[src/design/robot_settings.svh]
`ifndef ROBOT_SETTINGS_SVH
`define ROBOT_SETTINGS_SVH

// ==================================================
// widths and counts
// ==================================================
`define ROBOT_WORD_W            16
`define ROBOT_ADDR_W            4
`define ROBOT_NUM_ENC           4
`define ROBOT_SYNC_STAGES       2
`define ROBOT_GLITCH_W          6

// speed window, in units of 2**LOG2 clock cycles
`define ROBOT_WINDOW_UNIT_LOG2  4
`define ROBOT_WINDOW_DEFAULT    31250   // 500000 cycles, 10 ms at 50 MHz
`define ROBOT_GLITCH_DEFAULT    20      // turret encoder steps

// ==================================================
// host register map
// ==================================================
`define ROBOT_ADDR_FLAGS        0
`define ROBOT_ADDR_SPEED0       1       // one word per channel from here
`define ROBOT_ADDR_BEACON_START 5
`define ROBOT_ADDR_BEACON_END   6
`define ROBOT_ADDR_WINDOW       8
`define ROBOT_ADDR_BEACON_CFG   9

`endif
[src/design/robotPkg.sv]
`include "robot_settings.svh"

package robotPkg;

	// one quadrature encoder, two lines
	typedef struct packed
	{
		logic a;
		logic b;
	} encoderPins_t;

	// ==================================================
	// status word, register 0 (bit 0 is boardId)
	// ==================================================
	typedef struct packed
	{
		logic [`ROBOT_WORD_W-`ROBOT_NUM_ENC-7:0] spare;     // always zero
		logic                                   newTurn;
		logic                                   detected;
		logic                                   startIn;
		logic                                   switchRight;
		logic                                   switchLeft;
		logic [`ROBOT_NUM_ENC-1:0]              direction;  // one per channel
		logic                                   boardId;
	} statusFlags_t;

	// register 0 is assembled as flags, shipped as a plain word
	typedef union packed
	{
		statusFlags_t             flags;
		logic [`ROBOT_WORD_W-1:0] raw;
	} hostWord_u;

	// host request, one cycle per strobe
	typedef struct packed
	{
		logic                     read;
		logic                     write;
		logic [`ROBOT_ADDR_W-1:0] address;
		logic [`ROBOT_WORD_W-1:0] writeData;
	} hostBus_t;

	// beacon and polarity configuration, register 9
	typedef struct packed
	{
		logic [3:0]                 spareHigh;
		logic [`ROBOT_NUM_ENC-1:0]  dirInvert;
		logic [1:0]                 spareLow;
		logic [`ROBOT_GLITCH_W-1:0] glitchHold;
	} beaconCfg_t;

endpackage

[src/design/robotIo.sv]
`timescale 1ns/100ps
`include "robot_settings.svh"

module robotIo
	import robotPkg::*;
(
	input  logic                               CLOCK_50,
	input  logic                               reset,
	input  encoderPins_t [`ROBOT_NUM_ENC-1:0]  encoders,     // prop L/R, odo L/R
	input  encoderPins_t                       laserEncoder,
	input  logic                               laserSyncIn,
	input  logic                               laserSignN,
	input  logic                               switchLeft,
	input  logic                               switchRight,
	input  logic                               startIn,
	input  logic                               boardId,
	input  hostBus_t                           host,
	output logic [`ROBOT_WORD_W-1:0]           readData
);

	logic [`ROBOT_NUM_ENC-1:0][`ROBOT_WORD_W-1:0] countA;
	logic [`ROBOT_NUM_ENC-1:0][`ROBOT_WORD_W-1:0] countB;
	logic [`ROBOT_NUM_ENC-1:0][`ROBOT_WORD_W-1:0] speed;
	logic [`ROBOT_NUM_ENC-1:0]                    direction;
	logic [`ROBOT_SYNC_STAGES-1:0][3:0]           miscSync;   // start, right, left, id
	logic [`ROBOT_WORD_W-1:0]                     startAngle;
	logic [`ROBOT_WORD_W-1:0]                     endAngle;
	logic [`ROBOT_WORD_W-1:0]                     windowLength;
	logic                                         windowRestart;
	logic                                         clearCounts;
	logic                                         detected;
	logic                                         newTurn;
	beaconCfg_t                                   beaconCfg;
	statusFlags_t                                 status;

	// ==================================================
	// encoder channels
	// ==================================================
	for (genvar i = 0; i < `ROBOT_NUM_ENC; i++)
	begin : gChannel
		quadChannel channel (.CLOCK_50, .reset, .pins(encoders[i]),
			.dirInvert(beaconCfg.dirInvert[i]), .clearCounts,
			.countA(countA[i]), .countB(countB[i]), .direction(direction[i]));
	end

	speedSampler sampler (.CLOCK_50, .reset, .windowLength, .windowRestart,
		.countA, .countB, .clearCounts, .speed);

	beaconReceiver beacon (.CLOCK_50, .reset, .laserEncoder, .laserSyncIn, .laserSignN,
		.glitchHold(beaconCfg.glitchHold), .startAngle, .endAngle, .detected, .newTurn);

	// switches, start and id go straight into the status word
	always_ff @(posedge CLOCK_50 or posedge reset)
	begin
		if (reset)
			miscSync <= '0;
		else
			miscSync <= {miscSync[`ROBOT_SYNC_STAGES-2:0],
				{startIn, switchRight, switchLeft, boardId}};
	end

	always_comb
	begin
		status             = '0;
		status.boardId     = miscSync[`ROBOT_SYNC_STAGES-1][0];
		status.switchLeft  = miscSync[`ROBOT_SYNC_STAGES-1][1];
		status.switchRight = miscSync[`ROBOT_SYNC_STAGES-1][2];
		status.startIn     = miscSync[`ROBOT_SYNC_STAGES-1][3];
		status.direction   = direction;
		status.detected    = detected;
		status.newTurn     = newTurn;
	end

	hostRegisters registers (.CLOCK_50, .reset, .host, .status, .speed, .startAngle,
		.endAngle, .readData, .windowLength, .windowRestart, .beaconCfg);

endmodule

[src/design/hostRegisters.sv]
`timescale 1ns/100ps
`include "robot_settings.svh"

module hostRegisters
	import robotPkg::*;
(
	input  logic                                         CLOCK_50,
	input  logic                                         reset,
	input  hostBus_t                                     host,
	input  statusFlags_t                                 status,
	input  logic [`ROBOT_NUM_ENC-1:0][`ROBOT_WORD_W-1:0] speed,
	input  logic [`ROBOT_WORD_W-1:0]                     startAngle,
	input  logic [`ROBOT_WORD_W-1:0]                     endAngle,
	output logic [`ROBOT_WORD_W-1:0]                     readData,
	output logic [`ROBOT_WORD_W-1:0]                     windowLength,
	output logic                                         windowRestart,
	output beaconCfg_t                                   beaconCfg
);

	hostWord_u                flagsWord;
	beaconCfg_t               cfgWrite;
	logic [`ROBOT_WORD_W-1:0] readMux;

	// ==================================================
	// configuration writes
	// ==================================================
	assign windowRestart = host.write && (host.address == `ROBOT_ADDR_W'(`ROBOT_ADDR_WINDOW));

	always_comb
	begin
		cfgWrite           = beaconCfg_t'(host.writeData);
		cfgWrite.spareLow  = '0;   // reserved bits read back as zero
		cfgWrite.spareHigh = '0;
	end

	always_ff @(posedge CLOCK_50 or posedge reset)
	begin
		if (reset)
		begin
			windowLength         <= `ROBOT_WORD_W'(`ROBOT_WINDOW_DEFAULT);
			beaconCfg            <= '0;
			beaconCfg.glitchHold <= `ROBOT_GLITCH_W'(`ROBOT_GLITCH_DEFAULT);
		end
		else if (windowRestart)
			windowLength <= host.writeData;
		else if (host.write && (host.address == `ROBOT_ADDR_W'(`ROBOT_ADDR_BEACON_CFG)))
			beaconCfg <= cfgWrite;
	end

	// ==================================================
	// read side
	// ==================================================
	assign flagsWord.flags = status;

	always_comb
	begin
		readMux = '0;   // unused addresses read zero
		case (host.address)
			`ROBOT_ADDR_W'(`ROBOT_ADDR_FLAGS):        readMux = flagsWord.raw;
			`ROBOT_ADDR_W'(`ROBOT_ADDR_BEACON_START): readMux = startAngle;
			`ROBOT_ADDR_W'(`ROBOT_ADDR_BEACON_END):   readMux = endAngle;
			`ROBOT_ADDR_W'(`ROBOT_ADDR_WINDOW):       readMux = windowLength;
			`ROBOT_ADDR_W'(`ROBOT_ADDR_BEACON_CFG):   readMux = beaconCfg;
			default:
			begin
				for (int i = 0; i < `ROBOT_NUM_ENC; i++)
					if (host.address == `ROBOT_ADDR_W'(`ROBOT_ADDR_SPEED0 + i))
						readMux = speed[i];
			end
		endcase
	end

	// data stays until the next read strobe
	always_ff @(posedge CLOCK_50 or posedge reset)
	begin
		if (reset)
			readData <= '0;
		else if (host.read)
			readData <= readMux;
	end

endmodule

[src/design/beaconReceiver.sv]
`timescale 1ns/100ps
`include "robot_settings.svh"

module beaconReceiver
	import robotPkg::*;
(
	input  logic                       CLOCK_50,
	input  logic                       reset,
	input  encoderPins_t               laserEncoder,
	input  logic                       laserSyncIn,
	input  logic                       laserSignN,
	input  logic [`ROBOT_GLITCH_W-1:0] glitchHold,
	output logic [`ROBOT_WORD_W-1:0]   startAngle,
	output logic [`ROBOT_WORD_W-1:0]   endAngle,
	output logic                       detected,
	output logic                       newTurn
);

	typedef enum logic [1:0] {IDLE, RECEIVING, GAP} beaconState_t;

	logic [`ROBOT_SYNC_STAGES-1:0] stepSync;
	logic [`ROBOT_SYNC_STAGES-1:0] turnSync;
	logic [`ROBOT_SYNC_STAGES-1:0] lightSync;   // inverted at the pin, high = light
	logic                          stepPrev;
	logic                          turnPrev;
	logic                          stepRise;
	logic                          turnRise;
	logic                          light;
	logic [`ROBOT_WORD_W-1:0]      angle;
	logic [`ROBOT_WORD_W-1:0]      angleHold;   // angle where the light last dropped
	logic [`ROBOT_GLITCH_W-1:0]    gapSteps;
	beaconState_t                  state;

	// ==================================================
	// input sync and turret angle
	// ==================================================
	always_ff @(posedge CLOCK_50 or posedge reset)
	begin
		if (reset)
		begin
			stepSync  <= '0;
			turnSync  <= '0;
			lightSync <= '0;
			stepPrev  <= 1'b0;
			turnPrev  <= 1'b0;
		end
		else
		begin
			stepSync  <= {stepSync[`ROBOT_SYNC_STAGES-2:0], laserEncoder.a};
			turnSync  <= {turnSync[`ROBOT_SYNC_STAGES-2:0], laserSyncIn};
			lightSync <= {lightSync[`ROBOT_SYNC_STAGES-2:0], ~laserSignN};
			stepPrev  <= stepSync[`ROBOT_SYNC_STAGES-1];
			turnPrev  <= turnSync[`ROBOT_SYNC_STAGES-1];
		end
	end

	assign stepRise = stepSync[`ROBOT_SYNC_STAGES-1] & ~stepPrev;
	assign turnRise = turnSync[`ROBOT_SYNC_STAGES-1] & ~turnPrev;
	assign light    = lightSync[`ROBOT_SYNC_STAGES-1];

	always_ff @(posedge CLOCK_50 or posedge reset)
	begin
		if (reset)
		begin
			angle   <= '0;
			newTurn <= 1'b0;
		end
		else if (turnRise)
		begin
			angle   <= '0;   // sync wins over a step in the same cycle
			newTurn <= ~newTurn;
		end
		else if (stepRise)
			angle <= angle + 1'b1;
	end

	// ==================================================
	// reflection window with glitch filter
	// ==================================================
	always_ff @(posedge CLOCK_50 or posedge reset)
	begin
		if (reset)
		begin
			state      <= IDLE;
			gapSteps   <= '0;
			detected   <= 1'b0;
			startAngle <= '0;
			endAngle   <= '0;
			angleHold  <= '0;
		end
		else
		begin
			case (state)
				IDLE:
					if (light)
					begin
						startAngle <= angle;
						detected   <= ~detected;
						state      <= RECEIVING;
					end
				RECEIVING:
					if (!light)
					begin
						angleHold <= angle;
						gapSteps  <= '0;
						state     <= GAP;
					end
				GAP:
					if (light)
						state <= RECEIVING;   // short dropout, same reflection
					else if (gapSteps >= glitchHold)
					begin
						endAngle <= angleHold;
						state    <= IDLE;
					end
					else if (stepRise)
						gapSteps <= gapSteps + 1'b1;
				default:
					state <= IDLE;
			endcase
		end
	end

endmodule

[src/design/speedSampler.sv]
`timescale 1ns/100ps
`include "robot_settings.svh"

module speedSampler
(
	input  logic                                         CLOCK_50,
	input  logic                                         reset,
	input  logic [`ROBOT_WORD_W-1:0]                     windowLength,
	input  logic                                         windowRestart,
	input  logic [`ROBOT_NUM_ENC-1:0][`ROBOT_WORD_W-1:0] countA,
	input  logic [`ROBOT_NUM_ENC-1:0][`ROBOT_WORD_W-1:0] countB,
	output logic                                         clearCounts,
	output logic [`ROBOT_NUM_ENC-1:0][`ROBOT_WORD_W-1:0] speed
);

	localparam int TIMER_W = `ROBOT_WORD_W + `ROBOT_WINDOW_UNIT_LOG2;

	logic [TIMER_W-1:0]                          timer;
	logic [TIMER_W-1:0]                          windowEnd;
	logic                                        closing;
	logic [`ROBOT_NUM_ENC-1:0][`ROBOT_WORD_W:0]  pairSum;   // one extra bit for the carry

	// last cycle of the window is length * 16 - 1
	assign windowEnd   = {windowLength, {`ROBOT_WINDOW_UNIT_LOG2{1'b0}}} - 1'b1;
	assign closing     = (timer == windowEnd) & ~windowRestart;
	assign clearCounts = closing | windowRestart;

	always_comb
	begin
		for (int i = 0; i < `ROBOT_NUM_ENC; i++)
			pairSum[i] = {1'b0, countA[i]} + {1'b0, countB[i]};
	end

	// ==================================================
	// window timer and speed latch
	// ==================================================
	always_ff @(posedge CLOCK_50 or posedge reset)
	begin
		if (reset)
		begin
			timer <= '0;
			speed <= '0;
		end
		else if (windowRestart)
			timer <= '0;   // new length restarts the window
		else if (closing)
		begin
			timer <= '0;
			for (int i = 0; i < `ROBOT_NUM_ENC; i++)
				speed[i] <= pairSum[i][`ROBOT_WORD_W:1];   // half of A plus B
		end
		else
			timer <= timer + 1'b1;
	end

endmodule

[src/design/quadChannel.sv]
`timescale 1ns/100ps
`include "robot_settings.svh"

module quadChannel
	import robotPkg::*;
(
	input  logic                     CLOCK_50,
	input  logic                     reset,
	input  encoderPins_t             pins,
	input  logic                     dirInvert,
	input  logic                     clearCounts,
	output logic [`ROBOT_WORD_W-1:0] countA,
	output logic [`ROBOT_WORD_W-1:0] countB,
	output logic                     direction
);

	encoderPins_t [`ROBOT_SYNC_STAGES-1:0] pinSync;    // [0] is the first stage
	encoderPins_t                          pinPrev;
	encoderPins_t                          pinNow;
	logic                                  riseA;
	logic                                  riseB;

	// ==================================================
	// synchronizer and edge detect
	// ==================================================
	always_ff @(posedge CLOCK_50 or posedge reset)
	begin
		if (reset)
		begin
			pinSync <= '0;
			pinPrev <= '0;
		end
		else
		begin
			pinSync <= {pinSync[`ROBOT_SYNC_STAGES-2:0], pins};
			pinPrev <= pinNow;
		end
	end

	assign pinNow = pinSync[`ROBOT_SYNC_STAGES-1];
	assign riseA  = pinNow.a & ~pinPrev.a;
	assign riseB  = pinNow.b & ~pinPrev.b;

	// direction sampled from b on each rising a
	always_ff @(posedge CLOCK_50 or posedge reset)
	begin
		if (reset)
			direction <= 1'b0;
		else if (riseA)
			direction <= pinNow.b ^ dirInvert;
	end

	// ==================================================
	// edge counters, wrap on overflow
	// ==================================================
	always_ff @(posedge CLOCK_50 or posedge reset)
	begin
		if (reset)
		begin
			countA <= '0;
			countB <= '0;
		end
		else if (clearCounts)
		begin
			// an edge on the closing cycle opens the next window
			countA <= `ROBOT_WORD_W'(riseA);
			countB <= `ROBOT_WORD_W'(riseB);
		end
		else
		begin
			countA <= countA + `ROBOT_WORD_W'(riseA);
			countB <= countB + `ROBOT_WORD_W'(riseB);
		end
	end

endmodule

[config.mk]
export PLATFORM = sky130hd
export DESIGN_NAME = robotIo
export DESIGN_NICKNAME = d
export VERILOG_FILES = /design/src/design/robotPkg.sv /design/src/design/robotIo.sv /design/src/design/hostRegisters.sv /design/src/design/beaconReceiver.sv /design/src/design/speedSampler.sv /design/src/design/quadChannel.sv
export VERILOG_INCLUDE_DIRS = /design/src /design/src/design
export SDC_FILE = /design/constraint.sdc
export NUM_CORES = 1
export LEC_CHECK = 0
export ABC_AREA = 1
export BUFFER_PORTS_ARGS = -buffer_cell sky130_fd_sc_hd__buf_2
export CAP_MARGIN = 20
export CORE_MARGIN = 2
export CORE_UTILIZATION = 55
export CTS_CLUSTER_SIZE = 10
export DETAILED_ROUTE_END_ITERATION = 12
export GPL_ROUTABILITY_DRIVEN = 0
export PLACE_DENSITY = 0.72
export SLEW_MARGIN = 20
export SYNTH_ARGS = -nofsm -noshare
export SYNTH_HDL_FRONTEND = slang
export SYNTH_SLANG_ARGS = --single-unit
export TNS_END_PERCENT = 30
[constraint.sdc]
create_clock -name CLOCK_50 -period 16.2 [get_ports CLOCK_50]
set_input_delay 3.24 -clock CLOCK_50 [delete_from_list [all_inputs] [get_ports CLOCK_50]]
set_output_delay 3.24 -clock CLOCK_50 [all_outputs]
set_load 0.05 [all_outputs]
Yosys cells after proc, flatten, opt, wreduce, memory -nomap -nowiden
Index checks and enable logic that the tools add are counted.
- output and inout port bits: 16
- word-level logic and storage cells: 165
- flip-flop bits (word level): 372
- order comparisons: 1
- mux-type cells: 27
- reductions and logical operators: 13
- $add $sub $neg: 16
- eq/ne operators: 17
- bitwise logic cells: 31
- operators with widths (cell ; count):
    $mux W16 ; 14
    $add A16 B1 Y16 ; 8
    $pmux W16 S5 ; 1
    $add A16 B16 Y17 ; 4
    $mux W20 ; 2
    $mux W6 ; 4
    $add A20 B1 Y20 const B ; 1
    $eq A20 B20 Y1 ; 1
    $sub A20 B1 Y20 const B ; 1
    $add A16 B1 Y16 const B ; 1
    $not A1 Y1 ; 15
    $eq A4 B3 Y1 const B ; 3
    $pmux W6 S2 ; 1
    $and A1 B1 Y1 ; 11
    $eq A4 B2 Y1 const B ; 2
    $eq A4 B4 Y1 const B ; 2
    $mux W2 ; 4
    $reduce_and A2 Y1 ; 4
    $add A6 B1 Y6 const B ; 1
    $ge A6 B6 Y1 ; 1
    $ne A2 B2 Y1 const B ; 3
    $pmux W2 S3 ; 1
    $reduce_and A3 Y1 ; 2
    $reduce_and A5 Y1 ; 1
    11 further kinds ; 17

Depth between registers and ports, before layout
Gate-level depths: netlist of the first run.
- depth in word-level cells: 6
- depth in mapped cells: 16
- gate-level depth less buffers: 15

Cells and area by module
A second synthesis of the first run with hierarchy kept.
- cell total of the unflattened synthesis: 2965
- area, all modules: 21943.5 µm²
- modules (own cells, without submodules) (module ; times used ; cells each ; area an instance (µm²)):
    quadChannel ; 4 ; 265 ; 2015.7
    speedSampler ; 1 ; 1021 ; 7134.3
    beaconReceiver ; 1 ; 410 ; 3637.2
    hostRegisters ; 1 ; 464 ; 2901.5
    robotIo ; 1 ; 10 ; 207.7

Least setup slack after synthesis of the first run
No wires, ideal clock.
- path kind: input-to-reg
- from: in host[17] (netlist name)
- to: reg registers.readData[10]
- data required time: 16117 ps
- stages: 10
- data arrival time: 4553 ps
- slack: 11564 ps
- cells stage by stage: buf_2 -> inv_1 -> nor2_1 -> nand3_1 -> clkbuf_1 -> o21ai_0 -> a221oi_1 -> nand3_1 -> nand2_1 -> o21ai_0
- longest elaborated chain between the ends: 6
- ends and longest elaborated chain (what ; line ; RTL):
    from (decl) ; robotIo.sv:17 ; input hostBus_t host,
    $eq A4 B1 Y1 ; hostRegisters.sv:67 ; if (host.address == `ROBOT_ADDR_W'(`ROBOT_ADDR_SPEED0 + i))
    $mux W16 (4 in a row) ; hostRegisters.sv:67 ;
    $pmux W16 S5 * ; hostRegisters.sv:58 ; case (host.address)
    to (signal assigned) ; hostRegisters.sv:79 ; readData <= readMux;
    to (decl) ; hostRegisters.sv:14 ; output logic [`ROBOT_WORD_W-1:0] readData,
Mark *: on every way between the ends. The rest lies on a longest branch, timed or not.
A chain may end at the register's enable or synchronous reset.

Worst setup path in the final report of the first run
- from: in host[17] (netlist name)
- to: reg gChannel[0].channel.countA[0]
- longest elaborated chain between the ends: 6
- ends and longest elaborated chain (what ; line ; RTL):
    $eq A4 B4 Y1 * ; hostRegisters.sv:27 ; assign windowRestart = host.write && (host.address == `ROBOT_ADDR_W'(`ROBOT_ADDR_WINDOW));
    $logic_and A1 B1 Y1 * ; hostRegisters.sv:27 ;
    $not A1 Y1 (no source line) ; n/a ;
    $and A1 B1 Y1 ; speedSampler.sv:25 ; assign closing = (timer == windowEnd) & ~windowRestart;
    $or A1 B1 Y1 * ; speedSampler.sv:26 ; assign clearCounts = closing | windowRestart;
    $mux W16 * ; quadChannel.sv:63 ; else if (clearCounts)
    to (signal assigned) ; quadChannel.sv:66 ; countA <= `ROBOT_WORD_W'(riseA);
    to (signal assigned) ; quadChannel.sv:71 ; countA <= countA + `ROBOT_WORD_W'(riseA);
    to (decl) ; quadChannel.sv:12 ; output logic [`ROBOT_WORD_W-1:0] countA,
Marked as above.

==> results.toml, run 1 <==
[yosys]
synth_nets = 2745
synth_area_per_cell_um2 = 7.910
synth-async-reset-ratio = 1.000
synthFlopType = "dfrtp_1"
muxShareOfSynthArea = 0.004355
synth_compound_area_frac = 0.08468
synth-xor-area-share = 0.06140
ys_ff_latch = 372
synth_top_family_by_area = "simple AND/OR/NAND/NOR gates"
synth_adder_area_share = 0.05589
syn_inst = 2615
synthSimpleGateAreaFrac = 0.2713
yosysSeqAreaShare = 0.4506
synth.distinct_cells = 47
syn_area_um2 = 20680
yosysWarnings = 0
synth_edf_count = 0

[job]
maxCapViolations = 0

[clock_network]
cts_tree = "yes"
path_clk_slew_ns = 0.05
clock_latency_ns = 0.59
clock_tree.root_cell = "clkbuf_16"
post-cts-setup-buffer-count = 0
ctsHoldBuffers = 0
cts-buffers-inserted = 43
cts_resized = 0
numClockSinks = 372
cts_max_level = 2
ctsLongestPathBuffers = 3

[grt]
grt_start_max_net_pins = 174
grt_pass1_wl_um = 83960
grt_antenna_before_repair = 0
grt.overflow.total = 0
grt_pass1_vias = 17057
track_usage = 0.2653

[timing]
min_period_ns = 6.121
relSlewSlack = 0.2570
tns_ns = 0
finalCritPeriodShare = 0.3778
finalClockSkew_ns = 0.02371
slew_viol_final = 0
max_freq_mhz = 163.4
setup-violations-final = 0
tightest_slew_ns = 1.110
finalHoldViolCount = 0
setup_slack_ns = 10.08
rsz0062_at_grt = "no"

[route]
wl_per_cell_um = 15.93
wl_um = 50030
routed_via_density = 5.549
vias = 17429
postRouteAntennaNets = 0
detail_route.iter0.violations = 1312
drc = 0
drt_first_pass_iters = 8

[setup_path]
critPathCaptureType = "flop"
crit_chain = "buf_2, nor2_1, nand3_1, inv_1, nand2_4, nand2_4, buf_6, nand2_1, nand2_1"
slowest_delay_ns = 0.67
rr_worst_depth = 16
crit_start = "host[17]"
critical_path_arrival_ns = 6.64
crit_type = "primary input to flop"
cp_max_fo = 103
timing.rr.start = "registers.windowLength[0]$_DFFE_PP0P_"
critPathSlowestCell = "nor2_1"
cp-start-kind = "primary input"
required_ns = 16.72

[floorplanning]
rows = 71
fp.dieH_um = 197.9
start_util = 0.5544
ios = 56
die_area_um2 = 39180
die_w_um = 197.9
core-area_um2 = 37310

[hold_path]
worstHoldStart = "gChannel[3].channel.pinSync[0]$_DFF_PP0_"
hold_class = "flop to flop"
min_path_cells = 0

[pwr]
irDropWorstVdd_mv = 0.09092
p_per_area_nw_per_um2 = 110.8
p_leak_uw = 0.01132

[final_layout]
multi_input_area_um2 = 9912
fin_nets = 2781
syn_to_final_growth_pct = 8.795
drive_gt1_frac = 0.05741
final-seq-area_um2 = 9320
nFillCells = 3335

[place]
place_ws_ns = 9.242
dp_hpwl_um = 35890
portBuffers = 54

[outcome]
status = "complete, no violations"
==> per-layer routing <==
| metal | up-vias | global-route usage | wire (um) |
|---|---|---|---|
| li1 | 8604 | - | - |
| met1 | 8338 | 0.3578 | 22770 |
| met2 | 411 | 0.4450 | 23660 |
| met3 | 76 | 0.03560 | 2342 |
| met4 | 0 | 0.08466 | 1244 |
| met5 | - | 0 | 0 |
==> worst paths after layout <==
| check | to | slack [ns] |
|---|---|---|
| max | gChannel[0].channel.countA[0]$_DFF_PP0_ | 10.08 |
| min | gChannel[3].channel.pinNow[0]$_DFF_PP0_ | 0.34 |
| max reg2reg | gChannel[0].channel.countA[0]$_DFF_PP0_ | 12.76 |
| min reg2reg | gChannel[3].channel.pinNow[0]$_DFF_PP0_ | 0.34 |
| max in group asynchronous | beacon.gapSteps[5]$_DFFE_PP0P_ | 11.08 |
| min in group asynchronous | sampler.timer[3]$_DFF_PP0_ | 2.80 |
==> logic make-up after synthesis <==
logic type      Yosys count
buf+inv                 368
compound gates          323
flops                   372
fa+ha+maj                90
xor+xnor                145
mux                       8
simple gates           1309
==> layout by cell type, fill, tap and decap left out, types with 10 or more instances in the layout <==
cell type / n
nand2_1: 630
nor3_1: 39
xor2_1: 92
clkbuf_1: 13
a21oi_1: 94
nand4_1: 111
a221oi_1: 10
ha_1: 86
nor4_1: 11
nor2_1: 299
nand3_1: 191
inv_1: 289
xnor2_1: 53
o21ai_0: 175
buf_2: 54
dfrtp_1: 363
clkbuf_16: 43
==> state kept, by name, indices dropped and copies added, names as in the netlist, 8 cells and up <==
| name | count |
|---|---|
| beacon.endAngle | 16 |
| sampler.speed | 64 |
| registers.beaconCfg | 10 |
| registers.windowLength | 16 |
| beacon.angle | 16 |
| beacon.startAngle | 16 |
| beacon.angleHold | 16 |
| gChannel.channel.pinPrev | 8 |
| gChannel.channel.pinSync | 8 |
| registers.readData | 16 |
| miscSync | 8 |
| gChannel.channel.countB | 64 |
| sampler.timer | 20 |
| gChannel.channel.pinNow | 8 |
| gChannel.channel.countA | 64 |
==> power breakdown <==
group | total, uW | internal [uW] | switching (uW)
registers | 1120 | 1020 | 99.4
logic | 515 | 188 | 327
clock network | 858 | 483 | 375
total | 2490 | 1690 | 801
==> per-stage QoR <==
stage | hold WS, ns | power [uW] | instance area, um^2 | instances | util
2_1_floorplan | 0.3312 | 1499 | 20680 | 2615 | -
3_3_place_gp | 0.3331 | 1620 | 21290 | 3079 | 0.5707
3_5_place_dp | 0.3347 | 1646 | 21290 | 3079 | 0.5707
4_1_cts | 0.3454 | 2510 | 22470 | 3138 | 0.6022
5_1_grt | 0.3523 | 2633 | 22500 | 3139 | 0.6030
6_report | 0.3397 | 2492 | 22500 | 3141 | 0.6032
==> worst max-delay path: cells and delay by family <==
kind,cells,cell delay (ns)
buffers and inverters,3,1.29
and+or+nand+nor,6,1.99
==> final cells by class <==
cell class,instances,share of cell area
antenna,2,0.0002224
inverter,293,0.04920
clock inverter,3,0.002335
sequential,372,0.4142
tap,474,0.02635
clock buffer,56,0.04998
multi-input combinational,1875,0.4405
timing repair buffer,66,0.01729
==> synth_stat cells (4+ instances only) <==
library cell,n,area [um^2]
nand2_1,631,2369
clkbuf_1,35,131.4
xnor2_1,53,464.2
a21oi_1,94,470.5
nor2_4,4,45.04
o21ai_0,175,875.8
dfstp_2,9,236.5
nand3b_1,7,52.55
o31ai_1,4,30.03
o21a_1,4,30.03
a31oi_1,9,56.30
buf_6,6,67.56
buf_2,23,115.1
a21o_1,5,37.54
nor4_1,11,68.82
dfrtp_1,363,9084
a211oi_1,5,37.54
buf_4,8,60.06
o21bai_1,5,37.54
inv_1,290,1089
nor3_1,39,195.2
nor2_2,6,37.54
a221oi_1,10,87.58
o22ai_1,4,25.02
mux2_2,8,90.09
nand3_1,192,960.9
nand4_1,111,694.4
ha_1,86,1076
nor2_1,301,1130
fa_1,4,80.08
xor2_1,92,805.8
(Power assumes the default switching activity.)
==> run 2: changes to the inputs <==
==> constraint.sdc (replaced) <==
create_clock -name CLOCK_50 -period 5.8 [get_ports CLOCK_50]
set_input_delay 1.16 -clock CLOCK_50 [delete_from_list [all_inputs] [get_ports CLOCK_50]]
set_output_delay 1.16 -clock CLOCK_50 [all_outputs]
set_load 0.05 [all_outputs]
==> run 2 against run 1 <==
Sequential power increased to 2.8 times the previous value. Power grew to 2.9 times the previous value. Critical endpoint is now gChannel[0].channel.countA[11]$_DFF_PP0_. Largest power group unchanged. Largest cell class unchanged. Global-route usage increased by 0.21 points.
==> results.toml, run 2 (synthesized netlist as in run 1, its figures left out) <==
[place]
dp_hpwl_um = 35950
portBuffers = 54

[final_layout]
utilization = 0.6076
multi_input_area_um2 = 9915
fin_nets = 2786
layout_commonest_cell = "nand2_1"
nFillCells = 3270
reg.largest.list = "gChannel.channel.countA x64, gChannel.channel.countB x64, sampler.speed x64"
drive_gt1_frac = 0.06119
diodes = 0
syn_to_final_growth_pct = 9.600
final-seq-area_um2 = 9320
final_cell_mix = "nand2_1 (630), dfrtp_1 (363), nor2_1 (298), inv_1 (289), nand3_1 (191)"

[pwr]
irDropWorstVdd_mv = 0.2396
clock_power_share = 0.359
power_frac_seq = 0.439
swShare = 0.3219
p_per_area_nw_per_um2 = 314.6
combPwrFrac = 0.202
p_leak_uw = 0.01140
p_int_uw = 4836
p_sw_uw = 2296

[timing]
tightest_slew_ns = 0.9242
rsz0062_at_grt = "no"
tns_ns = 0
min_period_ns = 3.429
finalCritPeriodShare = 0.5912
max_freq_mhz = 291.6
finalHoldViolCount = 0
finalClockSkew_ns = 0.02812
relSlewSlack = 0.3839
setup-violations-final = 0
slew_viol_final = 0

[setup_path]
timing.rr.start = "registers.windowLength[0]$_DFFE_PP0P_"
crit_type = "primary input to flop"
r2r_end = "gChannel[0].channel.countA[11]$_DFF_PP0_"
critical_path_arrival_ns = 3.89
required_ns = 6.26
slowest_delay_ns = 0.56
cp_max_fo = 85
cp-start-kind = "primary input"
reg2reg_slack_ns = 2.49
crit_chain = "buf_2, nor2_1, buf_4, nand3_1, inv_1, nand2_4, nand2_4, buf_12, nor2_1"
critPathCaptureType = "flop"
rr_worst_depth = 15
critPathSlowestCell = "nand2_4"

[floorplanning]
die_area_um2 = 39180
core-area_um2 = 37310
rows = 71
fp.dieH_um = 197.9
ios = 56
die_w_um = 197.9
start_util = 0.5544

[route]
drt_first_pass_iters = 7
vias = 17623
routed_via_density = 5.588
wl_um = 51050
postRouteAntennaNets = 0
detail_route.iter0.violations = 1262
drc = 0
wl_per_cell_um = 16.19

[grt]
track_usage = 0.2673
grt_pass1_vias = 16850
grt_start_max_net_pins = 132
grt_antenna_before_repair = 1
grt_pass1_wl_um = 84410
grt.overflow.total = 0

[clock_network]
clock_tree.root_cell = "clkbuf_16"
cts_resized = 0
path_clk_slew_ns = 0.06
cts_max_level = 2
post-cts-setup-buffer-count = 0
cts_tree = "yes"
clock_latency_ns = 0.59
ctsHoldBuffers = 0
cts-buffers-inserted = 44
ctsLongestPathBuffers = 3
numClockSinks = 372

[job]
maxCapViolations = 0

[hold_path]
worstHoldStart = "miscSync[1]$_DFF_PP0_"
holdPathEnd = "miscSync[5]$_DFF_PP0_"
min_path_cells = 0
hold_class = "flop to flop"

[outcome]
status = "complete, no violations"
[run 2: cell types whose count changed in the layout (fill, tap and decap cells not counted), sizes merged]
cell	delta
clkbuf	+10
diode	-2
clkinvlp	+1
buf	+4
[run 2: area by class of cell]
type	instances	share of cell area
sequential	372	0.4111
inverter	293	0.04868
clock inverter	4	0.003311
tap	474	0.02616
clock buffer	66	0.05398
multi-input combinational	1875	0.4373
timing repair buffer	70	0.01943
[run 2: worst max-delay path by stage]
stage                         from                                  endpoint  slack [ns]
final                     host[17]  gChannel[0].channel.countA[11]$_DFF_PP0_        2.37
after global routing      host[17]   gChannel[0].channel.countA[8]$_DFF_PP0_        2.18
after CTS                 host[17]   gChannel[0].channel.countA[0]$_DFF_PP0_        2.42
after detailed placement  host[17]   gChannel[1].channel.countB[0]$_DFF_PP0_        1.83
after global placement    host[17]  gChannel[0].channel.countB[11]$_DFF_PP0_        1.90
after floorplan              reset           beacon.angleHold[0]$_DFFE_PP0P_       -0.35
[run 2: critical path: cells and delay by family]
family,cells,cell delay [ns]
and+or+nand+nor,5,1.40
buffers and inverters,4,1.23
[run 2: through the flow]
step           total power, uW  std cells  setup WS (ns)  hold slack [ns]  instance area (um^2)
6_report                  7132       3154          2.371           0.3304                 22670
5_1_grt                   7536       3154          2.184           0.3436                 22670
4_1_cts                   7173       3153          2.425           0.3297                 22660
3_5_place_dp              4601       3083          1.828           0.3370                 21360
3_3_place_gp              4537       3082          1.897           0.3320                 21340
2_1_floorplan             4189       2615        -0.3468           0.3312                 20690
[run 2: power by group through the flow]
stage                     Sequential [uW]  Clock (uW)  Combinational [uW]
after floorplan                      3090           0                1090
after global placement               3160           0                1380
after detailed placement             3170           0                1430
after CTS                            3130        2600                1450
after global routing                 3160        2720                1650
final                                3130        2560                1440
[run 2: routing by layer]
| layer | GRT usage | vias up | wire [um] |
|---|---|---|---|
| met5 | 0 | - | 12 |
| met4 | 0.08995 | 2 | 1656 |
| met3 | 0.04735 | 116 | 3099 |
| met2 | 0.4357 | 546 | 23580 |
| met1 | 0.3619 | 8330 | 22710 |
| li1 | - | 8629 | - |
==> run 3: changes to the inputs <==
--- a/config.mk
+++ b/config.mk
@@ -6,7 +6,7 @@
 export SDC_FILE = /design/constraint.sdc
 export NUM_CORES = 1
 export LEC_CHECK = 0
-export ABC_AREA = 1
+export ABC_AREA = 0
 export BUFFER_PORTS_ARGS = -buffer_cell sky130_fd_sc_hd__buf_2
 export CAP_MARGIN = 20
 export CORE_MARGIN = 2
==> constraint.sdc (replaced) <==
create_clock -name CLOCK_50 -period 3.2 [get_ports CLOCK_50]
set_input_delay 0.64 -clock CLOCK_50 [delete_from_list [all_inputs] [get_ports CLOCK_50]]
set_output_delay 0.64 -clock CLOCK_50 [all_outputs]
set_load 0.05 [all_outputs]
==> run 3 against run 2 <==
Synthesized area decreased by 7.4%. Non-clock buffer count is 36 higher. Cell area decreased by 4.9%. Core utilization rose by 1.8 points. Count of clock-buffer cells in the layout down 3.
==> results.toml, run 3 <==
[outcome]
status = "complete, no violations"

[yosys]
synth_top_cell_by_area = "dfrtp_1"
synthFlopType = "dfrtp_1"
yosysSeqAreaShare = 0.4865
synth.area.top_cells = "dfrtp_1 (47%), mux2_2 (7.4%), ha_1 (5.6%)"
yosysWarnings = 0
synth-async-reset-ratio = 1.000
syn_area_um2 = 19160
synth.most_common_cell = "dfrtp_1"
synth_common_cells = "dfrtp_1 (363), nor2_1 (253), mux2_2 (126)"
synth_nets = 1960
synth.distinct_cells = 67
netlist.area_leader.share = 0.4742
syn_inst = 1830
ys_ff_latch = 372
synth_edf_count = 0
synth_area_per_cell_um2 = 10.47

[timing]
fin_hold_ws_ns = 0.1189
finalClockSkew_ns = 0.01289
max_freq_mhz = 324.4
setup-violations-final = 0
tightest_slew_ns = 0.8762
relSlewSlack = 0.4137
slew_viol_final = 0
finalHoldViolCount = 0
finalCritPeriodShare = 0.9634
min_period_ns = 3.083

[route]
detail_route.iter0.violations = 815
routed_via_density = 5.697
postRouteAntennaNets = 0
wl_um = 42590
vias = 13691
wl_per_cell_um = 17.72
drt_first_pass_iters = 7
drc = 0

[pwr]
irDropWorstVdd_mv = 0.5198
p_leak_uw = 0.01003
p_sw_uw = 5477
power.total_uw = 15990
swShare = 0.3424
p_per_area_nw_per_um2 = 741.5
combPwrFrac = 0.291
p_int_uw = 10520
clock_power_share = 0.289
power_frac_seq = 0.420

[clock_network]
clock_latency_ns = 0.56
cts-buffers-inserted = 44
ctsLongestPathBuffers = 3
numClockSinks = 372
path_clk_slew_ns = 0.06
clock_tree.root_cell = "clkbuf_16"
cts_tree = "yes"
cts_max_level = 2

[grt]
track_usage = 0.2414
grt_start_max_net_pins = 82
grt_pass1_vias = 13794
grt_pass1_wl_um = 70180
grt_antenna_before_repair = 1
grt.overflow.total = 0

[setup_path]
critPathSlowestCell = "or4_1"
reg2reg_slack_ns = 0.12
critPathCaptureType = "flop"
cp-start-kind = "flop"
required_ns = 3.63
slowest_delay_ns = 0.51
cp_max_fo = 7
critical_path_arrival_ns = 3.51
crit_chain = "inv_1, ha_2, nor4b_4, nand2_1, or4_1, o21ai_0, a21oi_1, a2111oi_4, a21o_4, buf_12, mux2_1"
rr_worst_depth = 11
crit_type = "flop to flop"

[final_layout]
syn_to_final_growth_pct = 12.61
final_cells = 2403
final_cell_mix = "dfrtp_1 (363), nor2_1 (253), mux2_2 (126), nand2_1 (123), xor2_1 (111)"
nFillCells = 2757
utilization = 0.6260
reg.largest.list = "gChannel.channel.countA x64, gChannel.channel.countB x64, sampler.speed x64"
fin_nets = 2055
layout_commonest_cell = "dfrtp_1"
stdcell_area_um2 = 21570
drive_gt1_frac = 0.1644

[floorplanning]
core-area_um2 = 34460
die_area_um2 = 36340
ios = 56
die_w_um = 190.6
fp.dieH_um = 190.6
rows = 68
start_util = 0.5559

[place]
dpl_cell_area_um2 = 20160
portBuffers = 54
dpl.cell_count = 2329
dp_hpwl_um = 30730

[hold_path]
hold_class = "primary input to asynchronous set/reset pin"

[job]
maxCapViolations = 0
-- run 3: changes by cell type after synthesis, sizes merged, moves of 25 or more --
cell / delta
nand2: -512
inv: -246
mux2: +128
o21ai: -114
nand4: -96
nand3: -83
nor2: -58
xnor2: +52
and3: +39
a21oi: -25
-- run 3: final timing paths --
path	start	to
worst max-delay path	registers.windowLength[1]$_DFFE_PP1P_	gChannel[3].channel.countB[0]$_DFF_PP0_
worst min-delay path	reset	gChannel[3].channel.pinSync[1]$_DFF_PP0_
worst max register to register	registers.windowLength[1]$_DFFE_PP1P_	gChannel[3].channel.countB[0]$_DFF_PP0_
worst min register to register	gChannel[0].channel.pinSync[0]$_DFF_PP0_	gChannel[0].channel.pinNow[0]$_DFF_PP0_
max in group asynchronous	reset	sampler.timer[9]$_DFF_PP0_
min in group CLOCK_50	encoders[7]	gChannel[3].channel.pinSync[1]$_DFF_PP0_
-- run 3: critical path, delay by kind of cell, from the launching register on --
family	cells	cell delay [ns]
flip-flops	1	0.39
AO/OA/AOI/OAI	4	0.88
buffers and inverters	2	0.21
AND/OR/NAND/NOR	3	0.91
multiplexers	1	0.33
adder cells (fa/ha/maj)	1	0.22
-- run 3: area by class of cell --
cell class              count  area (um^2)  area share
clock buffers              63         1214     0.05626
well taps                 455        569.3     0.02639
multi-input cells        1355         9428      0.4371
inverters                  46        176.4    0.008179
flip-flops and latches    372         9320      0.4321
clock inverters             5        80.08    0.003712
diodes                      1        2.502   0.0001160
repair buffers            106        780.7     0.03619
-- run 3: cell families after synthesis --
family                     count (synthesis)  synth area share
and+or+nand+nor                          640            0.1543
DFF                                      372            0.4865
AOI/OAI and AO/OA                        264           0.09079
xor gates and xnor gates                 216           0.09876
muxes                                    145           0.08465
buffers and inverters                    103           0.02456
adders and majority gates                 90           0.06035
-- run 3: per-layer routing --
metal / wire [um] / part of all wire / global-route usage
met5: 0 / 0 / 0
met4: 1148 / 0.027 / 0.07364
met3: 1483 / 0.035 / 0.03184
met2: 20800 / 0.49 / 0.4101
met1: 19160 / 0.45 / 0.3234
-- run 3: timing repair --
item                                    CTS  global route
hold buffers                              0             0
resized for setup                         0             8
endpoints found under the setup margin   33           157
setup buffers                             3             2
pin swaps                                 0             1
-- run 3: power by group through the flow --
stage / sequential (uW) / combinational [uW] / clock [uW]
6_report: 6720 / 4660 / 4620
5_1_grt: 6860 / 5250 / 4910
4_1_cts: 6710 / 4660 / 4710
3_5_place_dp: 6780 / 4620 / 0
3_3_place_gp: 6740 / 4440 / 0
2_1_floorplan: 6510 / 3610 / 0
-- run 3: stage by stage --
step                      setup slack [ns]  TNS [ns]
final                               0.1171         0
after global routing              -0.03455   -0.4520
after CTS                          0.01945         0
after detailed placement           0.01027         0
after global placement             0.06082         0
after floorplan                     -2.427   -890.48
